[src/verilog/rv_consts.svh]
`ifndef RV_CONSTS_SVH
`define RV_CONSTS_SVH

// datapath width
`define RV_XLEN 64

// first fetch address after reset
`define RV_RESET_PC {{(`RV_XLEN-32){1'b0}}, 32'h0000_1000}

// machine external interrupt, interrupt bit on top
`define RV_IRQ_CAUSE {1'b1, {(`RV_XLEN-5){1'b0}}, 4'd11}

// machine csr addresses
`define RV_CSR_MSTATUS  12'h300
`define RV_CSR_MTVEC    12'h305
`define RV_CSR_MSCRATCH 12'h340
`define RV_CSR_MEPC     12'h341
`define RV_CSR_MCAUSE   12'h342

// mstatus fields kept by this core
`define RV_MSTATUS_MIE  3
`define RV_MSTATUS_MPIE 7

`endif

[src/verilog/rv_regfile.sv]
`timescale 1ns/1ps
`include "rv_consts.svh"

module rv_regfile (
    input  logic                clk,
    input  logic                reset,
    input  logic [4:0]          rs1_i,
    input  logic [4:0]          rs2_i,
    input  logic [4:0]          rd_i,
    input  logic                we_i,
    input  logic [`RV_XLEN-1:0] wdata_i,
    output logic [`RV_XLEN-1:0] rdata1_o,
    output logic [`RV_XLEN-1:0] rdata2_o
);

    logic [`RV_XLEN-1:0] regs [1:31];   // x0 has no storage

    always_ff @(posedge clk or negedge reset) begin
        if (!reset) begin
            for (int i = 1; i < 32; i++) regs[i] <= '0;
        end else if (we_i && rd_i != 5'd0) begin
            regs[rd_i] <= wdata_i;
        end
    end

    assign rdata1_o = (rs1_i == 5'd0) ? '0 : regs[rs1_i];
    assign rdata2_o = (rs2_i == 5'd0) ? '0 : regs[rs2_i];

endmodule

[config.mk]
export PLATFORM = sky130hd
export DESIGN_NAME = rv_regfile
export DESIGN_NICKNAME = d
export VERILOG_FILES = /design/src/verilog/rv_regfile.sv
export VERILOG_INCLUDE_DIRS = /design/src /design/src/verilog
export SDC_FILE = /design/constraint.sdc
export NUM_CORES = 2
export LEC_CHECK = 0
export ABC_CLOCK_PERIOD_IN_PS = 2700
export BUFFER_PORTS_ARGS = -buffer_cell sky130_fd_sc_hd__buf_2
export CORE_UTILIZATION = 40
export CTS_CLUSTER_DIAMETER = 80
export DETAILED_ROUTE_END_ITERATION = 6
export HOLD_SLACK_MARGIN = 0.05
export PLACE_DENSITY = 0.65
export RECOVER_POWER = 100
export SYNTH_ARGS = -nofsm -noshare
export SYNTH_HDL_FRONTEND = slang
export SYNTH_SLANG_ARGS = --single-unit
[constraint.sdc]
create_clock -name clk -period 2.7 [get_ports clk]
set_clock_uncertainty 0.1 [all_clocks]
set_input_delay 0.135 -clock clk [delete_from_list [all_inputs] [get_ports clk]]
set_output_delay 0.135 -clock clk [all_outputs]
set_load 0.1 [all_outputs]
Word level (Yosys, flattened, before mapping) --
Index checks and enable logic that the tools add are counted.
Word-level totals: register bits 1984, input port bits 82, output and inout port bits 128, logic and storage cells 54
Operators by class: $lt $le $gt $ge 4, muxes and demuxes 11, bitwise operators 3, reduce and logical (&&, ||, !) cells 5
Operator list (number):
- bitwise mux 1984 bit | 1
- binary-select mux 64 bit (select 5 bit) | 2
- two-way mux 64 bit | 7
- demux 64 bit (select 5 bit) | 1
- >= comparator 6 bit, second input constant | 3
- inverter 5 -> 6 bit | 3
- zero test 5 bit | 2
- < comparator 6 x 1 -> 1 bit, second input constant | 1
- nonzero test 5 bit | 1
- logical AND 1 bit | 2

Logic depth before layout (Yosys ltp) --
depth after elaboration 6, gate-level depth with buffers 10, gate-level depth less buffers 5

Worst setup path before layout --
OpenSTA, ideal clock, no wires.
path type input to output, from in rs2_i[1], to out rdata2_o[34], arrival time 3560 ps, required time 2465 ps, slack -1095 ps, cell stages on the path 9, path buffers 4, cell sequence buf_2 buf_2 buf_2 buf_2 mux4_2 mux2i_1 nand2_1 o21ai_0 a211oi_1
Between the ends: cells in the longest elaborated chain, start to end 5, elaborated cells on any way between the ends 6, those cells by class mux (4); bitwise (1); reduce/logical (1)
RTL lines:
- start, declared | RTL line rv_regfile.sv:8 | input logic [4:0] rs2_i,
- inverter 5 -> 6 bit (implied by the code) | RTL line rv_regfile.sv:27 | assign rdata2_o = (rs2_i == 5'd0) ? '0 : regs[rs2_i];
- binary-select mux 64 bit (select 5 bit) | RTL line rv_regfile.sv:27
- two-way mux 64 bit (implied by the code) (2 in series) | RTL line rv_regfile.sv:27
- two-way mux 64 bit * | RTL line rv_regfile.sv:27
- end, declared | RTL line rv_regfile.sv:13 | output logic [`RV_XLEN-1:0] rdata2_o
Mark *: on every way between the ends. The rest lies on a longest branch, timed or not. The select of a mux whose other input is x is not followed.

Final worst setup path --
from reg regs[1723] in the netlist's numbering, to out rdata1_o[59]
Between the ends: cells in the longest elaborated chain, start to end 4
RTL lines:
- start, declared | RTL line rv_regfile.sv:16 | logic [`RV_XLEN-1:0] regs [1:31];
- start signal, assigned by index | RTL line rv_regfile.sv:22 | regs[rd_i] <= wdata_i;
- binary-select mux 64 bit (select 5 bit) | RTL line rv_regfile.sv:26 | assign rdata1_o = (rs1_i == 5'd0) ? '0 : regs[rs1_i];
- two-way mux 64 bit (implied by the code) (2 in series) | RTL line rv_regfile.sv:26
- two-way mux 64 bit | RTL line rv_regfile.sv:26
- end, declared | RTL line rv_regfile.sv:12 | output logic [`RV_XLEN-1:0] rdata1_o,
Every way passes these cells. The select of a mux whose other input is x is not followed.

==> flow_metrics.env <==
export IMPL_status="finished, violations left"
export IMPL_violations="DRC, capacitance limit, slew limit, setup timing"
export IMPL_largest_register="regs"
export IMPL_cts_sinks=1984
export IMPL_routabilityCongestion=0.8375
export IMPL_cp_startpoint="regs[1723]"
export IMPL_dp_cells=10910
export IMPL_power_switching_mw=28.19
export IMPL_core_area_mm2=0.2651
export IMPL_initial_core_util=0.4024
export IMPL_cp_start_kind="flip-flop"
export IMPL_die_x_um=518.4
export IMPL_r2r_start="regs[1120]"
export IMPL_path_clk_slew_ns=0.06
export IMPL_p_leak_nw=54.91
export IMPL_placed_cell_area_mm2=0.1180
export IMPL_yosysWarningCount=0
export IMPL_power_density_mw_per_mm2=749.5
export IMPL_rr_worst_depth=3
export IMPL_sw_frac_of_total=0.2978
export IMPL_routed_via_count=72260
export IMPL_synth_edff_count=0
export IMPL_totalWireLength_mm=361.4
export IMPL_yosys_area_top_type="dfrtp_1"
export IMPL_p_total_mw=94.68
export IMPL_worstReg2RegEnd="regs[1120]"
export IMPL_nets=7823
export IMPL_cp_endpoint="rdata1_o[59]"
export IMPL_wl_per_cell_um=31.52
export IMPL_yosysTopAreaCellShare=0.4655
export IMPL_power_frac_clock=0.326
export IMPL_antenna_found_initial=19
export IMPL_critPathKind="flip-flop to output pin"
export IMPL_root_buffer="clkbuf_16"
export IMPL_p_comb_frac=0.252
export IMPL_layout_min_cycle_time_ns=3.077
export IMPL_hp_class="input port to flip-flop"
export IMPL_grt_pass1_vias=75030
export IMPL_ant_nets=0
export IMPL_synthTopCellsByArea="dfrtp_1 47%, mux2_2 23%, mux4_2 16%, mux2i_1 4.3%, clkbuf_1 1.6%"
export IMPL_netlist_area_mm2=0.1067
export IMPL_cts_max_path_buffers=3
export IMPL_drt_iter0_markers=7346
export IMPL_grt_usage=0.2677
export IMPL_rows=189
export IMPL_filler_cell_count=22650
export IMPL_cp_end_kind="output pin"
export IMPL_ys_ff_latch=1984
export IMPL_ys_seq_area_frac=0.4655
export IMPL_insertion_delay_ns=0.88
export IMPL_grt_max_degree=155
export IMPL_cts_tree="built"
export IMPL_slew_headroom=-0.2592
export IMPL_io_pins=210
export IMPL_rsz0062_at_grt="true"
export IMPL_setup_viol_count_final=579
export IMPL_worstMarginPinSlew_ns=1.889
export IMPL_die_area_mm2=0.2687
export IMPL_crit_arrival_ns=2.84
export IMPL_place_detailed_hpwl_mm=225.6
export IMPL_irDropWorstVdd_mv=0.7476
export IMPL_slew_viol_final=123
export IMPL_drive_above_1_share=0.5400
export IMPL_finalHoldViolCount=0
export IMPL_htreeDepth=4
export IMPL_grt_overflow_total=0
export IMPL_syn_inst=7449
export IMPL_max_freq_mhz=325.0
export IMPL_reg2reg_slack_ns=1.59
export IMPL_cts_inserted_buffers=211
export IMPL_setup_ws_ns=-0.3771
export IMPL_port_buffers=209
export IMPL_final_common_cell="mux2_2"
export IMPL_ys_flop_type="dfrtp_1"
export IMPL_cp_required_ns=2.47
export IMPL_post_route_util=0.4765
export IMPL_syn_to_final_growth_pct=18.42
export IMPL_drc=81
export IMPL_syn_num_nets=7531
export IMPL_grt_pass1_wl_mm=532.2
export IMPL_layoutNonFillerInstCount=11470
export IMPL_power_internal_mw=66.48
export IMPL_min_period_over_period=1.140
export IMPL_largestRegisters="regs: 1984 flops"
export IMPL_seq_power_share=0.422
export IMPL_stdcell_area_mm2=0.1263
export IMPL_maxCapViolCount=5
export IMPL_crit_fanout=2
export IMPL_largest_register_ffs=1984
export IMPL_yosys_cell_types_count=44
export IMPL_tns_ns=-41.30
export IMPL_final_cell_mix="2133 x mux2_2, 1984 x dfrtp_1, 748 x mux4_2"
export IMPL_die_h_um=518.4
export IMPL_viasPerCell=6.302
export IMPL_synth_async_reset_ratio=1.000
export IMPL_first_pass_iters=7
export IMPL_synth_area_per_cell_um2=14.32
[synthesized netlist by cell type, types with 68 or more instances]
cell	n
a21oi_1	121
nor2_1	98
o21ai_0	105
buf_2	251
mux4_2	748
a22oi_1	75
clkbuf_1	446
a221oi_1	119
a31oi_1	68
nor2b_1	121
nand2_1	253
dfrtp_1	1984
nor3_1	88
mux2i_1	458
mux2_2	2178
o211ai_1	79
[worst max-delay path, stage by stage, from the launching register on]
cell	delay, ns
dfrtp_1	0.39
mux4_2	0.46
mux2_4	0.29
a21oi_2	0.13
o211ai_1	0.37
buf_12	0.32
[cell type report]
type                       instances  area (um^2)  area share
clock buffer                     309         6222     0.04926
multi-input combinational       4662        54720      0.4332
tap                             3533         4420     0.03500
sequential                      1984        49650      0.3930
antenna                           12        30.03   0.0002377
inverter                           1        6.256  0.00004953
timing repair buffer             881        10130     0.08021
clock inverter                    84         1135    0.008984
[per-stage QoR]
| stage | hold slack, ns | setup slack [ns] |
|---|---|---|
| final | 0.3441 | -0.3771 |
| after global placement | -0.09380 | -0.1584 |
| after CTS | 0.2872 | -0.4092 |
| after floorplan | -0.2606 | -0.5043 |
| after detailed placement | -0.09404 | -0.1737 |
| after global routing | 0.3403 | -0.3911 |
[what timing repair did]
item,4_1_cts,5_1_grt
setup endpoints to repair,128,128
setup buffers,61,20
pin swaps,59,54
endpoints found under the hold margin,3968,0
resized for setup,151,75
hold buffers,75,0
[kinds of logic after synthesis]
kind of cell           after synthesis  synth area share
and+or+nand+nor                    620           0.02691
AOI/OAI and AO/OA                  651           0.04212
muxes                             3391            0.4318
buffers and inverters              803           0.03370
DFF                               1984            0.4655
[metal layers]
| metal | up-vias | wire (um) | global-route usage |
|---|---|---|---|
| met2 | 3071 | 171300 | 0.4250 |
| li1 | 29100 | - | - |
| met5 | - | 97 | 0 |
| met3 | 818 | 25600 | 0.04768 |
| met1 | 39250 | 148200 | 0.3625 |
| met4 | 16 | 16180 | 0.1092 |
[how the worst min path moves through the flow]
stage / slack (ns) / start / endpoint / cells past startpoint
6_report: 0.34 / wdata_i[44] / regs[1004] / 3
5_1_grt: 0.34 / wdata_i[44] / regs[1004] / 3
4_1_cts: 0.29 / reset / regs[766] / 4
3_5_place_dp: -0.09 / reset / regs[784] / 1
3_3_place_gp: -0.09 / reset / regs[784] / 1
2_1_floorplan: -0.26 / reset / regs[0] / 0
[power by group through the flow]
stage | clock, mW | combinational [mW] | sequential [mW]
after CTS | 31.2 | 23.7 | 39.8
after floorplan | 0 | 16.8 | 38.7
after global placement | 0 | 22.4 | 39.8
after detailed placement | 0 | 22.9 | 40.3
after global routing | 32.5 | 25.2 | 40.6
final | 30.8 | 23.9 | 40.0
No activity file was read; power rests on OpenSTA's default activity.
