==> src/verilog/rv_consts.svh <==
`ifndef RV_CONSTS_SVH
`define RV_CONSTS_SVH

// datapath width
`define RV_XLEN 64

// first fetch address after reset
`define RV_RESET_PC {{(`RV_XLEN-32){1'b0}}, 32'h0000_1000}

// machine external interrupt, interrupt bit on top
`define RV_IRQ_CAUSE {1'b1, {(`RV_XLEN-5){1'b0}}, 4'd11}

// machine csr addresses
`define RV_CSR_MSTATUS  12'h300
`define RV_CSR_MTVEC    12'h305
`define RV_CSR_MSCRATCH 12'h340
`define RV_CSR_MEPC     12'h341
`define RV_CSR_MCAUSE   12'h342

// mstatus fields kept by this core
`define RV_MSTATUS_MIE  3
`define RV_MSTATUS_MPIE 7

`endif

==> src/verilog/rv_csr_file.sv <==
`timescale 1ns/1ps
`include "rv_consts.svh"

module rv_csr_file (
    input  logic                clk,
    input  logic                reset,
    input  logic [11:0]         csr_addr_i,
    input  logic [2:0]          csr_funct3_i,
    input  logic [`RV_XLEN-1:0] csr_src_i,
    input  logic                csr_en_i,
    output logic [`RV_XLEN-1:0] csr_rdata_o,
    input  logic                irq_take_i,
    input  logic [`RV_XLEN-1:0] irq_pc_i,
    input  logic                mret_i,
    output logic                mie_o,
    output logic [`RV_XLEN-1:0] mtvec_o,
    output logic [`RV_XLEN-1:0] mepc_o
);

    logic                mie_q, mpie_q;   // only live mstatus bits
    logic [`RV_XLEN-1:0] mtvec_q, mscratch_q, mepc_q, mcause_q;
    logic [`RV_XLEN-1:0] mstatus, wdata;
    logic                wr;

    always_comb begin
        mstatus = '0;
        mstatus[`RV_MSTATUS_MIE]  = mie_q;
        mstatus[`RV_MSTATUS_MPIE] = mpie_q;
        case (csr_addr_i)
            `RV_CSR_MSTATUS:  csr_rdata_o = mstatus;
            `RV_CSR_MTVEC:    csr_rdata_o = mtvec_q;
            `RV_CSR_MSCRATCH: csr_rdata_o = mscratch_q;
            `RV_CSR_MEPC:     csr_rdata_o = mepc_q;
            `RV_CSR_MCAUSE:   csr_rdata_o = mcause_q;
            default:          csr_rdata_o = '0;   // unknown csr
        endcase
        case (csr_funct3_i[1:0])
            2'b01:   wdata = csr_src_i;                 // rw
            2'b10:   wdata = csr_rdata_o | csr_src_i;   // rs
            2'b11:   wdata = csr_rdata_o & ~csr_src_i;  // rc
            default: wdata = csr_rdata_o;
        endcase
    end

    // set/clear with zero source is a pure read
    assign wr = csr_en_i && (csr_funct3_i[1:0] == 2'b01 || csr_src_i != '0);

    always_ff @(posedge clk or negedge reset) begin
        if (!reset) begin
            mie_q      <= 1'b1;   // interrupts open out of reset
            mpie_q     <= 1'b0;
            mtvec_q    <= '0;
            mscratch_q <= '0;
            mepc_q     <= '0;
            mcause_q   <= '0;
        end else if (irq_take_i) begin
            mepc_q   <= irq_pc_i;
            mcause_q <= `RV_IRQ_CAUSE;
            mpie_q   <= mie_q;
            mie_q    <= 1'b0;
        end else if (mret_i) begin
            mie_q  <= mpie_q;
            mpie_q <= 1'b1;
        end else if (wr) begin
            case (csr_addr_i)
                `RV_CSR_MSTATUS: begin
                    mie_q  <= wdata[`RV_MSTATUS_MIE];
                    mpie_q <= wdata[`RV_MSTATUS_MPIE];
                end
                `RV_CSR_MTVEC:    mtvec_q    <= wdata;
                `RV_CSR_MSCRATCH: mscratch_q <= wdata;
                `RV_CSR_MEPC:     mepc_q     <= wdata;
                `RV_CSR_MCAUSE:   mcause_q   <= wdata;
                default: ;
            endcase
        end
    end

    assign mie_o   = mie_q;
    assign mtvec_o = mtvec_q;
    assign mepc_o  = mepc_q;

endmodule

==> config.mk <==
export PLATFORM = sky130hd
export DESIGN_NAME = rv_csr_file
export DESIGN_NICKNAME = d
export VERILOG_FILES = /design/src/verilog/rv_csr_file.sv
export VERILOG_INCLUDE_DIRS = /design/src /design/src/verilog
export SDC_FILE = /design/constraint.sdc
export NUM_CORES = 1
export LEC_CHECK = 0
export BUFFER_PORTS_ARGS = -buffer_cell sky130_fd_sc_hd__buf_2
export CORE_MARGIN = 2
export CORE_UTILIZATION = 40
export CTS_BUF_LIST = sky130_fd_sc_hd__clkbuf_2
export DETAILED_ROUTE_END_ITERATION = 7
export PLACE_DENSITY = 0.64
export SLEW_MARGIN = 5
export SYNTH_ARGS = -nofsm -noshare
export SYNTH_HDL_FRONTEND = slang
export SYNTH_SLANG_ARGS = --single-unit
==> constraint.sdc <==
create_clock -name clk -period 2.6 [get_ports clk]
set_input_delay 0.26 -clock clk [delete_from_list [all_inputs] [get_ports clk]]
set_output_delay 0.26 -clock clk [all_outputs]
set_load 0.05 [all_outputs]
# ---- Word level (Yosys, flattened, before mapping)
# Cells that the tools add are included.
dict set report classes {
  n_shift 0
  eq_ne 9
  n_lt_le_gt_ge 0
  mux 18
  n_div 0
  n_reduce_logical 13
  n_bitwise 5
  n_addsub 0
  mul 0
}
# op n
set ops {}
lappend ops {{2-to-1 mux 64 bit} 8}
lappend ops {{one-hot mux 64 bit (5 select lines)} 1}
lappend ops {{one-hot mux 64 bit (3 select lines)} 1}
lappend ops {{AND 64 bit} 1}
lappend ops {{inverter 64 bit} 1}
lappend ops {{bitwise OR 64 bit} 1}
lappend ops {{nonzero test 64 bit} 1}
lappend ops {{== test 12 x 10 -> 1 bit, second input constant} 5}
lappend ops {{2-to-1 mux 1 bit} 8}
lappend ops {{AND reduction 4 bit} 2}
lappend ops {{AND reduction 3 bit} 2}
lappend ops {{nonzero test 2 bit} 3}
lappend ops {{nonzero test 3 bit} 2}
lappend ops {{== test 2 bit, second input constant} 2}
lappend ops {{== test 2 x 1 -> 1 bit, second input constant} 1}
lappend ops {{inequality test 2 bit, second input constant} 1}
lappend ops {{inverter 1 bit} 2}
lappend ops {{AND reduction 2 bit} 1}
lappend ops {{logical AND 1 bit} 1}
lappend ops {{logical OR 1 bit} 1}
dict set report totals {
  n_memories 0
  ramBits 0
  latchBits 0
  regBits 258
  romBits 0
}

# ---- Logic depth before layout (Yosys ltp)
dict set report logic_depth {
  word_depth 8
  depth_mapped 11
  ltp_nobuf 6
}

# ---- Worst setup path after synthesis
# Ideal clock, no wire load.
dict set report synth_timing {
  path_type {input port to flip-flop}
  startpoint {in csr_addr_i[1]}
  endpoint {reg mepc_q[3] (netlist: mepc_o[3])}
  path_stages 8
  slack_ns -0.255
  n_path_buf 2
  setup_ns 0.083
  required_ns 2.517
  arrival_ns 2.772
  cell_sequence {buf_2 nor4_2 nand3_1 buf_2 o2bb2ai_1 o22ai_1 mux2_2 o21ai_0}
}
dict set report synth_via {
  elab_chain_len 8
}
# element line
set synth_lines {}
lappend synth_lines {{from (decl)} rv_csr_file.sv:7} ;# input logic [11:0] csr_addr_i,
lappend synth_lines {{== test 12 x 10 -> 1 bit} rv_csr_file.sv:29} ;# case (csr_addr_i)
lappend synth_lines {{one-hot mux 64 bit (5 select lines) *} rv_csr_file.sv:29}
lappend synth_lines {{net csr_rdata_o[3]} rv_csr_file.sv:11} ;# output logic [`RV_XLEN-1:0] csr_rdata_o,
lappend synth_lines {{AND 64 bit / bitwise OR 64 bit (equally long branches)} {rv_csr_file.sv:40, rv_csr_file.sv:39}}
lappend synth_lines {{one-hot mux 64 bit (3 select lines) *} rv_csr_file.sv:37} ;# case (csr_funct3_i[1:0])
lappend synth_lines {{2-to-1 mux 64 bit *} rv_csr_file.sv:65} ;# case (csr_addr_i)
lappend synth_lines {{2-to-1 mux 64 bit *} rv_csr_file.sv:64} ;# end else if (wr) begin
lappend synth_lines {{2-to-1 mux 64 bit *} rv_csr_file.sv:61} ;# end else if (mret_i) begin
lappend synth_lines {{2-to-1 mux 64 bit *} rv_csr_file.sv:56} ;# end else if (irq_take_i) begin
lappend synth_lines {{to (signal assigned)} rv_csr_file.sv:57} ;# mepc_q <= irq_pc_i;
lappend synth_lines {{to (signal assigned)} rv_csr_file.sv:72} ;# `RV_CSR_MEPC: mepc_q <= wdata;
lappend synth_lines {{to (decl)} rv_csr_file.sv:21} ;# logic [`RV_XLEN-1:0] mtvec_q, mscratch_q, mepc_q, mcause_q;
# Mark *: on every way through the listed nets, which the timed path passes. The rest lies on a longest branch. The select of a mux whose other input is x is not followed.
# A chain may end at the register's enable or synchronous reset.

# ---- Worst setup path in the final report
dict set report layout_timing {
  startpoint {in csr_src_i[41]}
  endpoint {reg mepc_q[34] (netlist: mepc_o[34])}
}
dict set report layout_via {
  elab_chain_len 5
}
# element line
set layout_lines {}
lappend layout_lines {{from (decl)} rv_csr_file.sv:9} ;# input logic [`RV_XLEN-1:0] csr_src_i,
lappend layout_lines {{nonzero test 64 bit} rv_csr_file.sv:46} ;# assign wr = csr_en_i && (csr_funct3_i[1:0] == 2'b01 || csr_src_i != '0);
lappend layout_lines {{logical OR 1 bit} rv_csr_file.sv:46}
lappend layout_lines {{logical AND 1 bit} rv_csr_file.sv:46}
lappend layout_lines {{nonzero test 2 bit (no source line)} -}
lappend layout_lines {{AND reduction 3 bit (no source line)} -}
# Every way passes these cells.

==> flow_metrics.py <==
metrics = {
    "outcome": {
        "status": "complete, but fails checks",
        "violations": "setup timing",
    },
    "drt": {
        "ant_nets": 0,
        "drc": 0,
        "via_count": 15460,
        "vias_per_cell": 5.534,
        "avgRoutedWirePerCell_um": 20.67,
        "drtIter0Drc": 1039,
        "drtPass1Iterations": 5,
        "wirelength_um": 57760,
    },
    "timing": {
        "setup_viol": 15,
        "layout_setup_ws_ps": -34.37,
        "hold_violations": 0,
        "finalWorstPathRequiredPeriod_ps": 2634,
        "hold_ws_ps": 56.85,
        "fin_crit_sh_pct": 101.3,
        "max_freq_ghz": 0.3796,
        "finalClockSkew_ps": 36.23,
        "final_max_slew_viol_count": 0,
        "tns_ps": -260.3,
        "worstMarginPinSlew_ps": 1030,
        "slew_headroom_pct": 31.08,
    },
    "synth": {
        "postSynthCellCount": 1622,
        "synth_edf_count": 0,
        "yosys.cell_types.count": 54,
        "synth_area_per_cell_um2": 9.109,
        "yosysWarnings": 0,
        "synthFlopType": "dfrtp_1",
        "synthArstFlopShare_pct": 100.0,
        "synth-seq-cells": 258,
        "syn-num-nets": 1770,
        "syn_area_um2": 14770,
        "ys_seq_area_share_pct": 43.71,
    },
    "setup_path": {
        "cp.required_ps": 3430,
        "end_kind": "flop",
        "start_kind": "primary input",
        "worst_ep_arrival_time_ps": 3460,
        "crit_top_cell": "buf_4",
        "cpPeakStageDelay_ps": 600,
        "worstPathCellList": "dlygate4sd3_1 > buf_2 > nor4_1 > nand4_1 > buf_4 > nor4_4 > buf_4 > a21oi_4 > buf_4 > buf_12 > mux2i_1 > o21ai_1 > dlygate4sd3_1",
        "path_class": "in -> reg",
        "slowest_stage": "dlygate4sd3_1",
        "cp_max_fo": 6,
    },
    "power": {
        "leakage_nw": 9.410,
        "power_density_nw_per_um2": 435.1,
        "vdd_drop_max_uv": 304.1,
        "total_power_mw": 9.252,
    },
    "floorplanning": {
        "start_util_pct": 40.45,
        "core_area_um2": 36520,
        "dieArea_um2": 38490,
        "die_w_um": 196.2,
        "chipHeight_um": 196.2,
        "row_count": 70,
        "ios": 341,
    },
    "cells_and_area": {
        "syn_to_final_growth_pct": 43.92,
        "nets": 2417,
        "layout-drive-gt1-share_pct": 27.99,
        "fin_cells": 2794,
    },
    "grt": {
        "grt_max_degree": 97,
        "first_global_vias": 15920,
        "grt_usage_pct": 29.56,
        "grt_pass1_wl_um": 87730,
        "grt.overflow.total": 0,
        "antenna_found_initial": 8,
    },
    "clock_network": {
        "cts-root-buf": "clkbuf_2",
        "cts.clk_slew.worst_paths_ps": 100,
        "cts_tree": "built",
        "h-tree-depth": 3,
        "numCtsBuffers": 76,
        "cts_sinks": 258,
        "max-clock-path-buffers": 3,
        "insertion_delay_ps": 940,
    },
    "min_path": {
        "min_path_type": "in -> reg",
    },
    "place": {
        "port_buffers": 339,
        "dp.final_hpwl_um": 35590,
        "gp_congestion": 0.8646,
        "dp_cells": 2378,
        "place_ws_ps": -417.0,
    },
    "run": {
        "maxCapViolations": 0,
    },
}
==> kinds of logic (layout without fill, tap and decap cells) <==
family	count (synthesis)	count (layout)	synth area share [%]
compound gates	527	527	24.22
simple gates	512	512	15.28
flops	258	258	43.71
buf+inv	138	835	4.607
mux	126	126	8.570
xor+xnor	61	61	3.616
other cells	0	7	0
==> routing by layer <==
metal | vias to the layer above | global-route usage [%] | part of all wire (%)
li1 | 7070 | - | -
met1 | 7384 | 35.69 | 39
met2 | 824 | 48.86 | 47
met3 | 183 | 6.498 | 8.7
met4 | 0 | 17.00 | 4.7
met5 | - | 0 | 0
==> through the flow <==
step / instance area, um2 / util (%)
2_1_floorplan: 14790 / -
3_3_place_gp: 17580 / 48.14
3_5_place_dp: 17580 / 48.14
4_1_cts: 20980 / 57.43
5_1_grt: 21260 / 58.22
6_report: 21260 / 58.22
==> power by group <==
part / switching, mW / leakage (nW) / internal [mW]
Clock: 1.87 / 0.518 / 1.23
Combinational: 1.17 / 5.43 / 0.802
Sequential: 0.0877 / 3.46 / 4.10
==> path summary, 6_finish.rpt <==
check / from / to / slack, ps / cells after the start
min: csr_src_i[19] / mtvec_o[19]$_DFFE_PN0P_ / 60 / 5
max: csr_src_i[41] / mepc_o[34]$_DFFE_PN0P_ / -30 / 13
min in group asynchronous: reset / mtvec_o[54]$_DFFE_PN0P_ / 490 / 4
max reg2reg: mtvec_o[3]$_DFFE_PN0P_ / mie_o$_DFFE_PN1P_ / 400 / 6
max in group asynchronous: reset / mepc_o[60]$_DFFE_PN0P_ / 730 / 4
min reg2reg: mscratch_q[43]$_DFFE_PN0P_ / mscratch_q[43]$_DFFE_PN0P_ / 480 / 2
==> cell type report <==
cell class	instances	area (um2)
fillers	3122	15260
multi-input cells	1226	7864
flip-flops and latches	258	6457
repair buffers	699	5660
well taps	468	585.6
clock buffers	111	555.5
clock inverters	17	92.59
inverters	8	30.03
diodes	7	17.52
==> synthesized netlist by cell type (3+ instances only) <==
| cell type | n | area [um2] |
|---|---|---|
| a31oi_1 | 6 | 37.54 |
| mux2_2 | 4 | 45.04 |
| nor2_1 | 14 | 52.55 |
| a21oi_2 | 11 | 96.34 |
| buf_2 | 38 | 190.2 |
| nand3_1 | 5 | 25.02 |
| o2111ai_1 | 3 | 26.28 |
| o21a_2 | 10 | 87.58 |
| nor4_1 | 21 | 131.4 |
| a221o_1 | 3 | 30.03 |
| o31ai_1 | 3 | 22.52 |
| o21ai_1 | 55 | 275.3 |
| o22ai_1 | 15 | 93.84 |
| buf_4 | 10 | 75.07 |
| inv_1 | 8 | 30.03 |
| a21oi_1 | 52 | 260.3 |
| a211oi_1 | 3 | 22.52 |
| and2_1 | 6 | 37.54 |
| o22ai_2 | 37 | 462.9 |
| o211ai_1 | 4 | 30.03 |
| clkbuf_1 | 64 | 240.2 |
| clkbuf_2 | 6 | 30.03 |
| nor2b_1 | 65 | 406.6 |
| nand4_1 | 3 | 18.77 |
| buf_1 | 5 | 18.77 |
| o21ai_0 | 193 | 965.9 |
| nand2_1 | 377 | 1415 |
| xor2_1 | 4 | 35.03 |
| a22oi_1 | 61 | 457.9 |
| nand2b_1 | 6 | 37.54 |
| o21a_1 | 49 | 367.9 |
| dfrtp_1 | 257 | 6431 |
| a32oi_1 | 3 | 26.28 |
| buf_6 | 5 | 56.30 |
| mux2i_1 | 122 | 1221 |
| o22ai_4 | 13 | 260.3 |
| xnor2_1 | 57 | 499.2 |
==> worst max-delay path, delay by kind of cell <==
family | cells | cell delay, ps
mux | 1 | 160
compound gates | 2 | 160
buf+inv | 7 | 2030
simple gates | 3 | 820
==> placed cells by master (no fill, tap or decap), types with 15 or more instances in the layout <==
cell type,synthesis,final
mux2i_1,122,118
dfrtp_1,257,257
a22oi_1,61,61
o21ai_1,55,54
a21oi_1,52,52
clkbuf_2,6,111
dlygate4sd3_1,0,268
xnor2_1,57,57
o22ai_2,37,38
buf_12,2,37
o21ai_0,193,193
o21a_1,49,49
buf_2,38,332
buf_4,10,50
nor4_1,21,15
nand2_1,377,377
nor2b_1,65,63
==> state kept, by name, summed over array words and instances (netlist names) <==
signal      flops
mpie_q          1
mepc_o         64
mscratch_q     64
mcause_q       64
mtvec_o        64
mie_o           1
==> repair_timing <==
| action | 4_1_cts | 5_1_grt |
|---|---|---|
| endpoints found under the setup margin | 1 | 61 |
| cloned | 0 | 4 |
| resized for setup | 1 | 26 |
| pin swaps | 0 | 7 |
| buffers inserted | 0 | 7 |
| hold buffers | 274 | 0 |
| endpoints found under the hold margin | 514 | 0 |
(Power assumes the default switching activity.)
