===== src/verilog/rv_consts.svh =====
`ifndef RV_CONSTS_SVH
`define RV_CONSTS_SVH

// datapath width
`define RV_XLEN 64

// first fetch address after reset
`define RV_RESET_PC {{(`RV_XLEN-32){1'b0}}, 32'h0000_1000}

// machine external interrupt, interrupt bit on top
`define RV_IRQ_CAUSE {1'b1, {(`RV_XLEN-5){1'b0}}, 4'd11}

// machine csr addresses
`define RV_CSR_MSTATUS  12'h300
`define RV_CSR_MTVEC    12'h305
`define RV_CSR_MSCRATCH 12'h340
`define RV_CSR_MEPC     12'h341
`define RV_CSR_MCAUSE   12'h342

// mstatus fields kept by this core
`define RV_MSTATUS_MIE  3
`define RV_MSTATUS_MPIE 7

`endif


===== src/verilog/rv_isa_pkg.sv =====
`include "rv_consts.svh"

package rv_isa_pkg;

    // major opcodes, encoded as instr[6:0]
    typedef enum logic [6:0] {
        opc_lui      = 7'b0110111,
        opc_auipc    = 7'b0010111,
        opc_jal      = 7'b1101111,
        opc_jalr     = 7'b1100111,
        opc_branch   = 7'b1100011,
        opc_load     = 7'b0000011,
        opc_store    = 7'b0100011,
        opc_op_imm   = 7'b0010011,
        opc_op_imm_w = 7'b0011011,
        opc_op       = 7'b0110011,
        opc_op_w     = 7'b0111011,
        opc_system   = 7'b1110011
    } opcode_t;

    typedef enum logic [3:0] {
        alu_add,
        alu_sub,
        alu_sll,
        alu_slt,
        alu_sltu,
        alu_xor,
        alu_srl,
        alu_sra,
        alu_or,
        alu_and
    } alu_op_t;

    // same order as funct3[1:0] of loads and stores
    typedef enum logic [1:0] {
        ls_byte   = 2'b00,
        ls_half   = 2'b01,
        ls_word   = 2'b10,
        ls_double = 2'b11
    } ls_size_t;

    typedef struct packed {
        opcode_t             opcode;
        alu_op_t             alu_op;
        logic                word;      // W variant, 32-bit result
        logic                imm_sel;   // operand b from immediate
        logic [4:0]          rd;
        logic [4:0]          rs1;
        logic [4:0]          rs2;
        logic [2:0]          funct3;
        logic [`RV_XLEN-1:0] imm;
        logic [11:0]         csr_addr;
        logic                legal;
    } decoded_t;

endpackage


===== src/verilog/rv_bus_pkg.sv =====
`include "rv_consts.svh"

package rv_bus_pkg;

    typedef struct packed {
        logic [`RV_XLEN-1:0]  addr;
        logic [`RV_XLEN-1:0]  wdata;
        logic                 write;   // 0 for a load
        rv_isa_pkg::ls_size_t size;
        logic                 uns;     // zero-extend the load
    } bus_req_t;

    // four-phase master states
    typedef enum logic [1:0] {
        st_idle,
        st_wait_ack,
        st_wait_release
    } lsu_state_t;

endpackage


===== src/verilog/rv_lsu.sv =====
`timescale 1ns/1ps
`include "rv_consts.svh"

module rv_lsu (
    input  logic                 clk,
    input  logic                 reset,
    input  logic                 start_i,
    input  rv_bus_pkg::bus_req_t req_i,
    output logic                 done_o,
    output logic [`RV_XLEN-1:0]  load_data_o,
    output logic                 busy_o,
    output logic                 bus_req_o,
    output rv_bus_pkg::bus_req_t bus_o,
    input  logic                 bus_ack_i,
    input  logic [`RV_XLEN-1:0]  bus_rdata_i
);

    rv_bus_pkg::lsu_state_t state;
    rv_bus_pkg::bus_req_t   req_q;    // held stable for the whole handshake
    logic [`RV_XLEN-1:0]    rdata_q;
    logic                   done_q;

    always_ff @(posedge clk or negedge reset) begin
        if (!reset) begin
            state  <= rv_bus_pkg::st_idle;
            done_q <= 1'b0;
        end else begin
            done_q <= 1'b0;
            case (state)
                rv_bus_pkg::st_idle:
                    if (start_i) state <= rv_bus_pkg::st_wait_ack;
                rv_bus_pkg::st_wait_ack:
                    if (bus_ack_i) begin
                        state  <= rv_bus_pkg::st_wait_release;
                        done_q <= 1'b1;   // core retires next cycle
                    end
                default:
                    if (!bus_ack_i) state <= rv_bus_pkg::st_idle;   // ack dropped
            endcase
        end
    end

    // payload, no reset
    always_ff @(posedge clk) begin
        if (state == rv_bus_pkg::st_idle && start_i) begin
            req_q <= req_i;
            case (req_i.size)   // only the stored lanes go out
                rv_isa_pkg::ls_byte: req_q.wdata <= {{(`RV_XLEN-8){1'b0}}, req_i.wdata[7:0]};
                rv_isa_pkg::ls_half: req_q.wdata <= {{(`RV_XLEN-16){1'b0}}, req_i.wdata[15:0]};
                rv_isa_pkg::ls_word: req_q.wdata <= {{(`RV_XLEN-32){1'b0}}, req_i.wdata[31:0]};
                default:             req_q.wdata <= req_i.wdata;
            endcase
        end
        if (state == rv_bus_pkg::st_wait_ack && bus_ack_i) rdata_q <= bus_rdata_i;
    end

    // load extension by size and unsigned flag
    always_comb begin
        case (req_q.size)
            rv_isa_pkg::ls_byte:
                load_data_o = {{(`RV_XLEN-8){!req_q.uns && rdata_q[7]}}, rdata_q[7:0]};
            rv_isa_pkg::ls_half:
                load_data_o = {{(`RV_XLEN-16){!req_q.uns && rdata_q[15]}}, rdata_q[15:0]};
            rv_isa_pkg::ls_word:
                load_data_o = {{(`RV_XLEN-32){!req_q.uns && rdata_q[31]}}, rdata_q[31:0]};
            default:
                load_data_o = rdata_q;
        endcase
    end

    assign done_o    = done_q;
    assign busy_o    = state != rv_bus_pkg::st_idle;   // includes release phase
    assign bus_req_o = state == rv_bus_pkg::st_wait_ack;
    assign bus_o     = req_q;

endmodule


===== config.mk =====
export PLATFORM = sky130hd
export DESIGN_NAME = rv_lsu
export DESIGN_NICKNAME = d
export VERILOG_FILES = /design/src/verilog/rv_isa_pkg.sv /design/src/verilog/rv_bus_pkg.sv /design/src/verilog/rv_lsu.sv
export VERILOG_INCLUDE_DIRS = /design/src /design/src/verilog
export SDC_FILE = /design/constraint.sdc
export NUM_CORES = 1
export LEC_CHECK = 0
export BUFFER_PORTS_ARGS = -buffer_cell sky130_fd_sc_hd__buf_2
export CAP_MARGIN = 30
export CELL_PAD_IN_SITES_DETAIL_PLACEMENT = 1
export CELL_PAD_IN_SITES_GLOBAL_PLACEMENT = 1
export CORE_AREA = 2 2 157 159
export DETAILED_ROUTE_END_ITERATION = 16
export DIE_AREA = 0 0 159 161
export PLACE_DENSITY_LB_ADDON = 0.1
export SYNTH_ARGS = -nofsm -noshare
export SYNTH_HDL_FRONTEND = slang
export SYNTH_SLANG_ARGS = --single-unit

===== constraint.sdc =====
create_clock -name clk -period 21.1 [get_ports clk]
set_input_delay 1.055 -clock clk [delete_from_list [all_inputs] [get_ports clk]]
set_output_delay 1.055 -clock clk [all_outputs]
set_load 0.05 [all_outputs]

Word level (Yosys, flattened, before mapping)
Cells that the tools add are included.

storage, ports and cells
  bits in registers = 199
  bits of input ports = 200
  output and inout bits = 199
  word-level logic and storage cells = 35

cells by class
  equality and inequality tests = 8
  muxes and demuxes = 8
  reductions and logical operators = 11

operators with widths
  operator                                                number
  one-hot mux 64 bit (3 select lines)                     2
  equality test 2 x 1 -> 1 bit (second input constant)    3
  zero test 2 bit                                         3
  2-to-1 mux 2 bit                                        3
  logical AND 1 bit                                       5
  equality test 2 bit (second input constant)             2
  one-hot mux 2 bit (2 select lines)                      1
  inequality test 3 x 2 -> 1 bit (second input constant)  1
  AND reduction 3 bit                                     1
  2-to-1 mux 1 bit                                        2
  inequality test 2 x 1 -> 1 bit (second input constant)  1
  inequality test 2 bit (second input constant)           1
  nonzero test 2 bit                                      1
  zero test 1 bit                                         1

Logic depth before layout (Yosys ltp)
Gate-level depths: netlist of the first run.

  depth after elaboration = 3
  gate-level depth with buffers = 5
  gate-level depth less buffers = 2

Worst setup path before layout of the first run
Ideal clock, no wire load.

  path type = input to register
  start = in start_i
  end = reg req_q (netlist bit bus_o[0]) (enable)
  slack = 13.945 ns
  data arrival time = 6.530 ns
  data required time = 20.474 ns
  setup time = 0.626 ns
  stages = 2
  path buffers = 0
  path through = inv_1 nor2_1

on the way
  longest elaborated chain between the ends = 1

RTL lines
  item                  RTL line      source
  from (decl)           rv_lsu.sv:7   input logic start_i,
  logical AND 1 bit     rv_lsu.sv:45  if (state == rv_bus_pkg::st_idle && start_i) begin
  to (signal assigned)  rv_lsu.sv:46  req_q <= req_i;
  to (decl)             rv_lsu.sv:19  rv_bus_pkg::bus_req_t req_q;

Every way passes these cells.
A chain may end at the register's enable or synchronous reset.

Worst setup path in the final report of the first run
  start = reg req_q (netlist bit bus_o[1])
  end = out load_data_o[24]

on the way
  longest elaborated chain between the ends = 2
  elaborated cells on any way between the ends = 4
  those cells by class = 2 x eq/ne; 1 x mux; 1 x reduce/logical

RTL lines
  item                                         RTL line      source
  equality test 2 bit (tied with other cells)  rv_lsu.sv:59  case (req_q.size)
  one-hot mux 64 bit (3 select lines) *        rv_lsu.sv:59
  to (decl)                                    rv_lsu.sv:10  output logic [`RV_XLEN-1:0] load_data_o,

Mark *: on every way between the ends. The rest lies on a longest branch, timed or not.

==> out/qor.txt, run 1 <==
PortBufs: 398
number of antenna violations at the first check in global routing: 5
die outline width: 159 um
RSZ-0062 raised after global routing: no
setup TNS after final layout: 0 ps
number of global-route vias before repair: 5562
final cycle utilization of the critical path: 16.35%
final-report setup violation count: 0
area delta synth->final: 39.98%
post-route cell area: 10160 sq um
worst min-delay path category: input pin to async pin
placed inst area: 9508 sq um
post-layout min period: 3449 ps
maximum achievable frequency: 0.2899 GHz
drt pass-1 iters: 4
Post-DRT Antenna Nets: 0
area of the mapped netlist: 7261 sq um
reg-to-reg endpoint: bus_o[70]
final hold slack: 406.0 ps
most frequent cells in the layout: buf_2, edfxtp_1, and3_1, nand3_1, o211ai_1
cells resized by post-CTS repair: 0
total count of hold-check failures in the final report: 0
pin slew with the least headroom to its limit: 929.7 ps
Post-route DRC: 0
share of post-route cells with drive strength above 1: 53.96%
row cnt: 57
maximum fanout encountered on the critical timing path: 48
maxcap violations: 0
final number of max-transition violations: 0
largest net degree at the start of global routing: 73
CP startpoint kind: register
CTS Buf Count: 17
wire length of the first global-routing pass: 33840 um
vias after detailed routing: 5163
Worst VDD drop: 49.52 uV
top-level port count: 399
average size of a mapped cell: 17.08 sq um
placer congestion estimate: 0.7709
number of buffers on the longest clock path: 2
number of different library cells in the post-synthesis netlist: 25
total number of clock tree sinks: 199
worst r2r src: state[1]
setup slack at placement: 17820 ps
Power Density: 129.9 nW/um^2
depth of the worst register-to-register path: 4
initial cell density of the core: 30.30%
warning count from the yosys run: 0
clock-pin slew on the worst setup and hold paths: 80 ps
most common cell after layout, fill and taps aside: buf_2
1st-iter DRT viols: 339
Detailed Place HPWL: 16970 um
Routed WL per cell: 19.62 um
portion of the post-synthesis area used by sequential elements: 82.10%
number of nets at the end of the flow: 1008
clk root buf: clkbuf_16
#FFs+latches synth: 199
later-pin clock latency in the skew report: 440 ps
overall power after layout: 1.321 mW
Critical Path Source: bus_o[1]
grt ovf: 0
Inst Count DP: 1113
endpoint type of the worst setup path: primary output
height of the die: 161 um
drt total wl: 22530 um
GRT Total Usage: 17.63%
WS Path Type: register to primary output
share of the core filled with cells in the final layout: 42.41%
Mapped Cells: 425
detail-routed via count per cell: 4.497
die area: 25600 sq um
worst setup slack for register-to-register paths: 18330 ps
postcts setup bufs: 0
number of levels in the clock H-tree: 4
syn nets: 625
leakage power of the design: 4.311 nW
Slew headroom: 38.02%
non-filler cells, final: 1148
crit path DAT: 2390 ps
final critical-path setup slack: 17650 ps
result of the run: finished, final reports clean
CP Data Required Time: 20050 ps
Core Area: 23960 sq um
clk_skew: 13.50 ps
clock tree from TritonCTS: built
total of hold buffers inserted after clock tree synthesis: 0
==> how the worst max path moves through the flow <==
| stage | end | depth (start not counted) |
|---|---|---|
| after floorplan | bus_o[0] | 2 |
| after global placement | bus_o[101] | 5 |
| after detailed placement | bus_o[5] | 5 |
| after CTS | load_data_o[24] | 5 |
| after global routing | load_data_o[31] | 5 |
| final | load_data_o[24] | 5 |
==> worst max-delay path, stage by stage (launching register included) <==
cell and delay (ps):
edfxtp_1 320, buf_4 410, mux2i_4 300, buf_4 430, o21ai_0 220, buf_2 250
==> cells in the mapped netlist <==
master,count,share of area [%]
mux2i_1,1,0.14
nand2b_1,2,0.17
nor2b_1,9,0.78
and2_1,18,1.6
o21ai_0,18,1.2
buf_4,9,0.93
o21ai_1,6,0.41
or2_2,1,0.086
or4b_4,1,0.19
nand2_1,24,1.2
or2_1,1,0.086
a31oi_1,1,0.086
nand3_1,32,2.2
dfrtp_1,3,1.0
nor2_1,2,0.10
buf_1,1,0.052
buf_2,8,0.55
buf_6,4,0.62
inv_1,2,0.10
a21boi_0,1,0.10
o211ai_1,32,3.3
edfxtp_1,196,81
nand4bb_1,1,0.16
and3_1,32,2.8
clkbuf_1,20,1.0
==> registers in the layout (all words and copies together) (netlist names) <==
| name | cells |
|---|---|
| bus_o | 132 |
| done_o | 1 |
| rdata_q | 64 |
| state | 2 |
==> logic make-up (layout without fill, tap and decap cells) <==
family / after synthesis / in the layout / synth area share [%]
AND/OR/NAND/NOR: 123 / 123 / 9.323
multiplexers: 1 / 1 / 0.1379
other: 0 / 3 / 0
AO/OA/AOI/OAI: 58 / 58 / 5.153
flip-flops: 199 / 199 / 82.10
buffers and inverters: 44 / 440 / 3.291
==> area by class of cell <==
cell class	count	area [sq um]
Antenna cell	3	7.507
Clock buffer	17	425.4
Clock inverter	15	222.7
Fill cell	2596	13800
Inverter	2	7.507
Multi-Input combinational cell	182	1082
Sequential cell	199	5961
Tap cell	324	405.4
Timing Repair Buffer	406	2052
==> power by group <==
part	internal, mW	total [mW]	switching, mW
Combinational	0.0790	0.432	0.353
Sequential	0.517	0.534	0.0173
Clock	0.179	0.354	0.175
Total	0.775	1.32	0.545
==> layer usage <==
metal | GRT usage [%] | share of wire [%]
met1 | 20.68 | 39
met2 | 29.03 | 50
met3 | 6.908 | 8.4
met4 | 7.438 | 2.7
met5 | 0 | 0.12
Power figures use the tool's default switching activity.
==> run 2, diff against run 1 <==
ABC_AREA = 1   (was default)
CORE_AREA = default   (was 2 2 157 159)
CORE_UTILIZATION = 31   (was default)
DIE_AREA = default   (was 0 0 159 161)
clock period = 3.1 ns   (was 21.1 ns; I/O delays follow)
==> out/qor.txt, run 2 <==
clk root buf: clkbuf_16
final-report setup violation count: 0
Core Area: 22850 sq um
clock tree from TritonCTS: built
Commonest cells post-synth: edfxtp_1, inv_1, nand3_1
row cnt: 55
post-layout min period: 2608 ps
CP Data Required Time: 2940 ps
overall power after layout: 9.285 mW
Mapped Cells: 485
placer congestion estimate: 0.7619
Synth area leaders: edfxtp_1, nand3_1, inv_1
postcts setup bufs: 0
result of the run: finished, final reports clean
RSZ-0062 raised after global routing: no
most common cell in the synthesized netlist: edfxtp_1
grt ovf: 0
die outline width: 155.4 um
Post-DRT Antenna Nets: 0
most common cell after layout, fill and taps aside: buf_2
share of the core filled with cells in the final layout: 51.79%
setup TNS after final layout: 0 ps
final cycle utilization of the critical path: 84.12%
die area: 24160 sq um
WS Path Type: register to primary output
initial cell density of the core: 31.94%
CP startpoint kind: register
Routed WL per cell: 17.99 um
endpoint type of the worst setup path: primary output
most frequent cells in the layout: buf_2, edfxtp_1, dlygate4sd3_1
drt pass-1 iters: 4
area of the mapped netlist: 7298 sq um
average size of a mapped cell: 15.05 sq um
leakage power of the design: 5.397 nW
wire length of the first global-routing pass: 36530 um
area delta synth->final: 62.11%
drt total wl: 24580 um
portion of the post-synthesis area used by sequential elements: 81.67%
total number of clock tree sinks: 199
max reg flops: 132
clk_skew: 18.68 ps
non-filler cells, final: 1366
largest net degree at the start of global routing: 59
Slew headroom: 33.58%
detail-routed via count per cell: 4.340
crit path DAT: 2450 ps
cells resized by post-CTS repair: 0
syn nets: 685
top_reg_cell synth: edfxtp_1
clock-pin slew on the worst setup and hold paths: 90 ps
number of global-route vias before repair: 6627
#FFs+latches synth: 199
Power Density: 784.8 nW/um^2
share of post-route cells with drive strength above 1: 42.48%
Post-route DRC: 0
fraction of synthesis flops using an asynchronous set or reset pin: 1.508%
maximum achievable frequency: 0.3835 GHz
PortBufs: 398
total count of hold-check failures in the final report: 0
1st-iter DRT viols: 268
top-area cell type share of the netlist area: 80.64%
maxcap violations: 0
maximum fanout encountered on the critical timing path: 56
number of nets at the end of the flow: 1237
GRT Total Usage: 20.42%
number of buffers on the longest clock path: 2
number of antenna violations at the first check in global routing: 3
later-pin clock latency in the skew report: 440 ps
pin slew with the least headroom to its limit: 992.7 ps
Detailed Place HPWL: 17130 um
largest area contributor in the synthesized netlist: edfxtp_1
top-level port count: 399
CTS Buf Count: 17
total of hold buffers inserted after clock tree synthesis: 161
number of different library cells in the post-synthesis netlist: 14
final number of max-transition violations: 0
number of levels in the clock H-tree: 4
height of the die: 155.4 um
warning count from the yosys run: 0
worst min-delay path category: input pin to register
number of synthesized flops with an enable pin: 196
Worst VDD drop: 442.1 uV
vias after detailed routing: 5928
Inst Count DP: 1169
==> run 2: cell count changes in the layout (fill, tap and decap cells not counted), sizes merged, moves of 9 or more <==
| cell | change |
|---|---|
| dlygate4sd3 | +162 |
| inv | +55 |
| nor2 | +45 |
| and3 | -32 |
| nand4 | +32 |
| o211ai | -32 |
| nand2 | +23 |
| and2 | -18 |
| nand3 | +18 |
| o21ai | -15 |
| nor2b | -9 |
==> run 2: layout make-up <==
class	instances	area [sq um]
sequential	199	5961
inverter	62	232.7
fill	2491	11020
tap	313	391.6
timing repair buffer	571	3754
clock inverter	15	178.9
multi-input combinational	186	880.8
clock buffer	17	425.4
antenna	3	7.507
==> run 2: stage by stage <==
stage	setup WS [ps]	hold slack (ps)	area (sq um)
finish	492.2	20.19	11830
global route	292.5	12.12	11830
CTS	458.4	0.7703	11810
detailed placement	939.7	-39.81	9598
global placement	1084	-44.59	9570
floorplan	17.29	-140.6	7316
==> run 2: final timing paths <==
kind	depth (start not counted)	end	slack, ps	start
setup reg to reg	4	bus_o[74]	1120	state[0]
hold / removal	3	bus_o[46]	20	req_i[46]
min in group asynchronous	2	done_o	80	reset
setup / recovery	4	load_data_o[44]	490	bus_o[2]
max in group asynchronous	2	state[0]	2910	reset
hold reg to reg	2	state[0]	540	state[0]
==> run 2: power breakdown <==
group | internal, mW | leakage (nW) | switching (mW)
clock | 1.10 | 0.292 | 1.14
combinational | 0.730 | 3.23 | 2.64
sequential | 3.54 | 1.87 | 0.132
==> run 2: cell families after synthesis <==
family,after synthesis,synth area share [%]
flip-flops,199,81.67
AND/OR/NAND/NOR,176,11.04
buffers and inverters,100,6.600
AO/OA/AOI/OAI,10,0.6856
==> run 2: critical path, stage by stage, from the launching register on <==
cell,delay (ps)
edfxtp_1,580
nor2_1,200
nand2_2,570
nand4_1,340
buf_2,310
==> run 2: routing by layer <==
metal | up-vias | global-route usage [%] | share of wire (%)
li1 | 2808 | - | -
met1 | 2815 | 21.30 | 36
met2 | 269 | 36.71 | 53
met3 | 36 | 8.106 | 8.9
met4 | 0 | 7.843 | 2.7
met5 | - | 0 | 0
==> run 3, diff against run 2 <==
clock period = 2.3 ns   (was 3.1 ns; I/O delays follow)
==> out/qor.txt, run 3 (synthesis gave the netlist of run 2 again) <==
maximum fanout encountered on the critical timing path: 33
area of combinational cells with multiple inputs: 889.6 sq um
Register Area: 5961 sq um
final cycle utilization of the critical path: 91.54%
top-level port count: 399
Fillers: 2471
endpoint type of the worst setup path: primary output
post-layout min period: 2105 ps
initial cell density of the core: 31.94%
row cnt: 55
height of the die: 155.4 um
Slew headroom: 65.08%
CTS Buf Count: 17
maximum achievable frequency: 0.4750 GHz
cell internal power dissipation: 7.282 mW
clock-pin slew on the worst setup and hold paths: 70 ps
detailed-route wire length on metal 1: 9164 um
most frequent cells in the layout: buf_2, edfxtp_1, dlygate4sd3_1
RSZ-0062 raised after global routing: no
Power Density: 1037 nW/um^2
fraction of power consumed by combinational cells: 36.8%
part of the total power dissipated in the clock network: 23.7%
drt total wl: 25350 um
max reg flops: 132
switching share of power: 42.02%
crit path DAT: 1990 ps
fraction of power consumed by sequential logic: 39.5%
most common cell after layout, fill and taps aside: buf_2
die area: 24160 sq um
final-report setup violation count: 0
number of buffers on the longest clock path: 2
share of post-route cells with drive strength above 1: 41.71%
leakage power of the design: 5.506 nW
WS Path Type: register to primary output
Critical Path Slowest Stage Cell: edfxtp_1
maxcap violations: 0
number of levels in the clock H-tree: 4
CP Data Required Time: 2180 ps
clk root buf: clkbuf_16
number of nets at the end of the flow: 1266
final number of max-transition violations: 0
largest net degree at the start of global routing: 57
drt pass-1 iters: 4
die outline width: 155.4 um
1st-iter DRT viols: 338
top routing layer used: met4
CP Cell Sequence: buf_4 > nand3_1 > nand4_1 > buf_2
grt ovf: 0
Worst VDD drop: 472.2 uV
later-pin clock latency in the skew report: 430 ps
Post-DRT Antenna Nets: 0
Core Area: 22850 sq um
Routed WL per cell: 18.20 um
Post-route DRC: 0
wire length of the first global-routing pass: 37430 um
vias after detailed routing: 6067
CP startpoint kind: register
switching power summed over all nets: 5.277 mW
metal2 WL: 13170 um
clock tree from TritonCTS: built
detail-routed via count per cell: 4.355
final hold slack: 19.29 ps
peak per-stage delay on the critical path: 560 ps
total count of hold-check failures in the final report: 0
number of antenna violations at the first check in global routing: 1
post-route cell area: 12120 sq um
result of the run: finished, final reports clean
clk_skew: 18.07 ps
placed inst area: 9614 sq um
number of global-route vias before repair: 6829
postcts setup bufs: 0
area delta synth->final: 66.02%
GRT Total Usage: 20.90%
worst min-delay path category: input pin to register
placer congestion estimate: 0.7885
PortBufs: 398
Detailed Place HPWL: 17330 um
total number of clock tree sinks: 199
Met3 Wirelength: 2217 um
pin slew with the least headroom to its limit: 521.9 ps
run 3: area by class of cell:
type | instances | area share, %
Inverter | 62 | 1.921
Multi-Input combinational cell | 186 | 7.342
Antenna cell | 1 | 0.02065
Sequential cell | 199 | 49.19
Clock inverter | 15 | 1.446
Tap cell | 313 | 3.232
Clock buffer | 17 | 3.511
Timing Repair Buffer | 600 | 33.33
run 3: stage by stage:
step	std cells	TNS [ps]	setup WS [ps]	power (mW)	util (%)
final	1393	0	194.5	12.56	53.03
after global routing	1393	0	79.35	13.02	53.03
after CTS	1392	0	76.37	12.66	52.99
after detailed placement	1171	0	543.7	9.397	42.08
after global placement	1171	0	690.8	9.325	42.08
after floorplan	485	-118390	-708.4	8.233	-
run 3: repair_timing:
item | CTS | global route
setup endpoints to repair | 0 | 11
resized for setup | 0 | 2
hold buffers | 189 | 0
hold endpoints to repair | 189 | 0
run 3: layer usage:
metal	vias up	GRT usage [%]
met4	0	8.683
met1	2888	20.97
met3	51	8.579
met5	-	0
met2	267	37.99
li1	2861	-
run 3: critical path, delay by kind of cell (launching register included):
kind	cells	cell delay, ps
buf+inv	2	690
flops	1	560
simple gates	2	310
run 3: worst paths after layout:
path                            startpoint         endpoint  slack, ps  cells after the start
worst min register to register    state[0]         state[0]        580                      2
max in group asynchronous            reset           done_o       1070                      4
worst min-delay path             req_i[62]        bus_o[62]         20                      3
min in group asynchronous            reset         state[1]        570                      3
worst max register to register    state[1]      rdata_q[17]        640                      4
worst max-delay path              bus_o[1]  load_data_o[40]        190                      4
run 3: power groups by stage:
| stage | registers [mW] | logic (mW) | clock network (mW) |
|---|---|---|---|
| after CTS | 4.96 | 4.64 | 3.06 |
| after global placement | 5.00 | 4.32 | 0 |
| after global routing | 5.02 | 4.83 | 3.16 |
| after detailed placement | 5.03 | 4.37 | 0 |
| final | 4.96 | 4.62 | 2.97 |
| after floorplan | 6.47 | 1.77 | 0 |
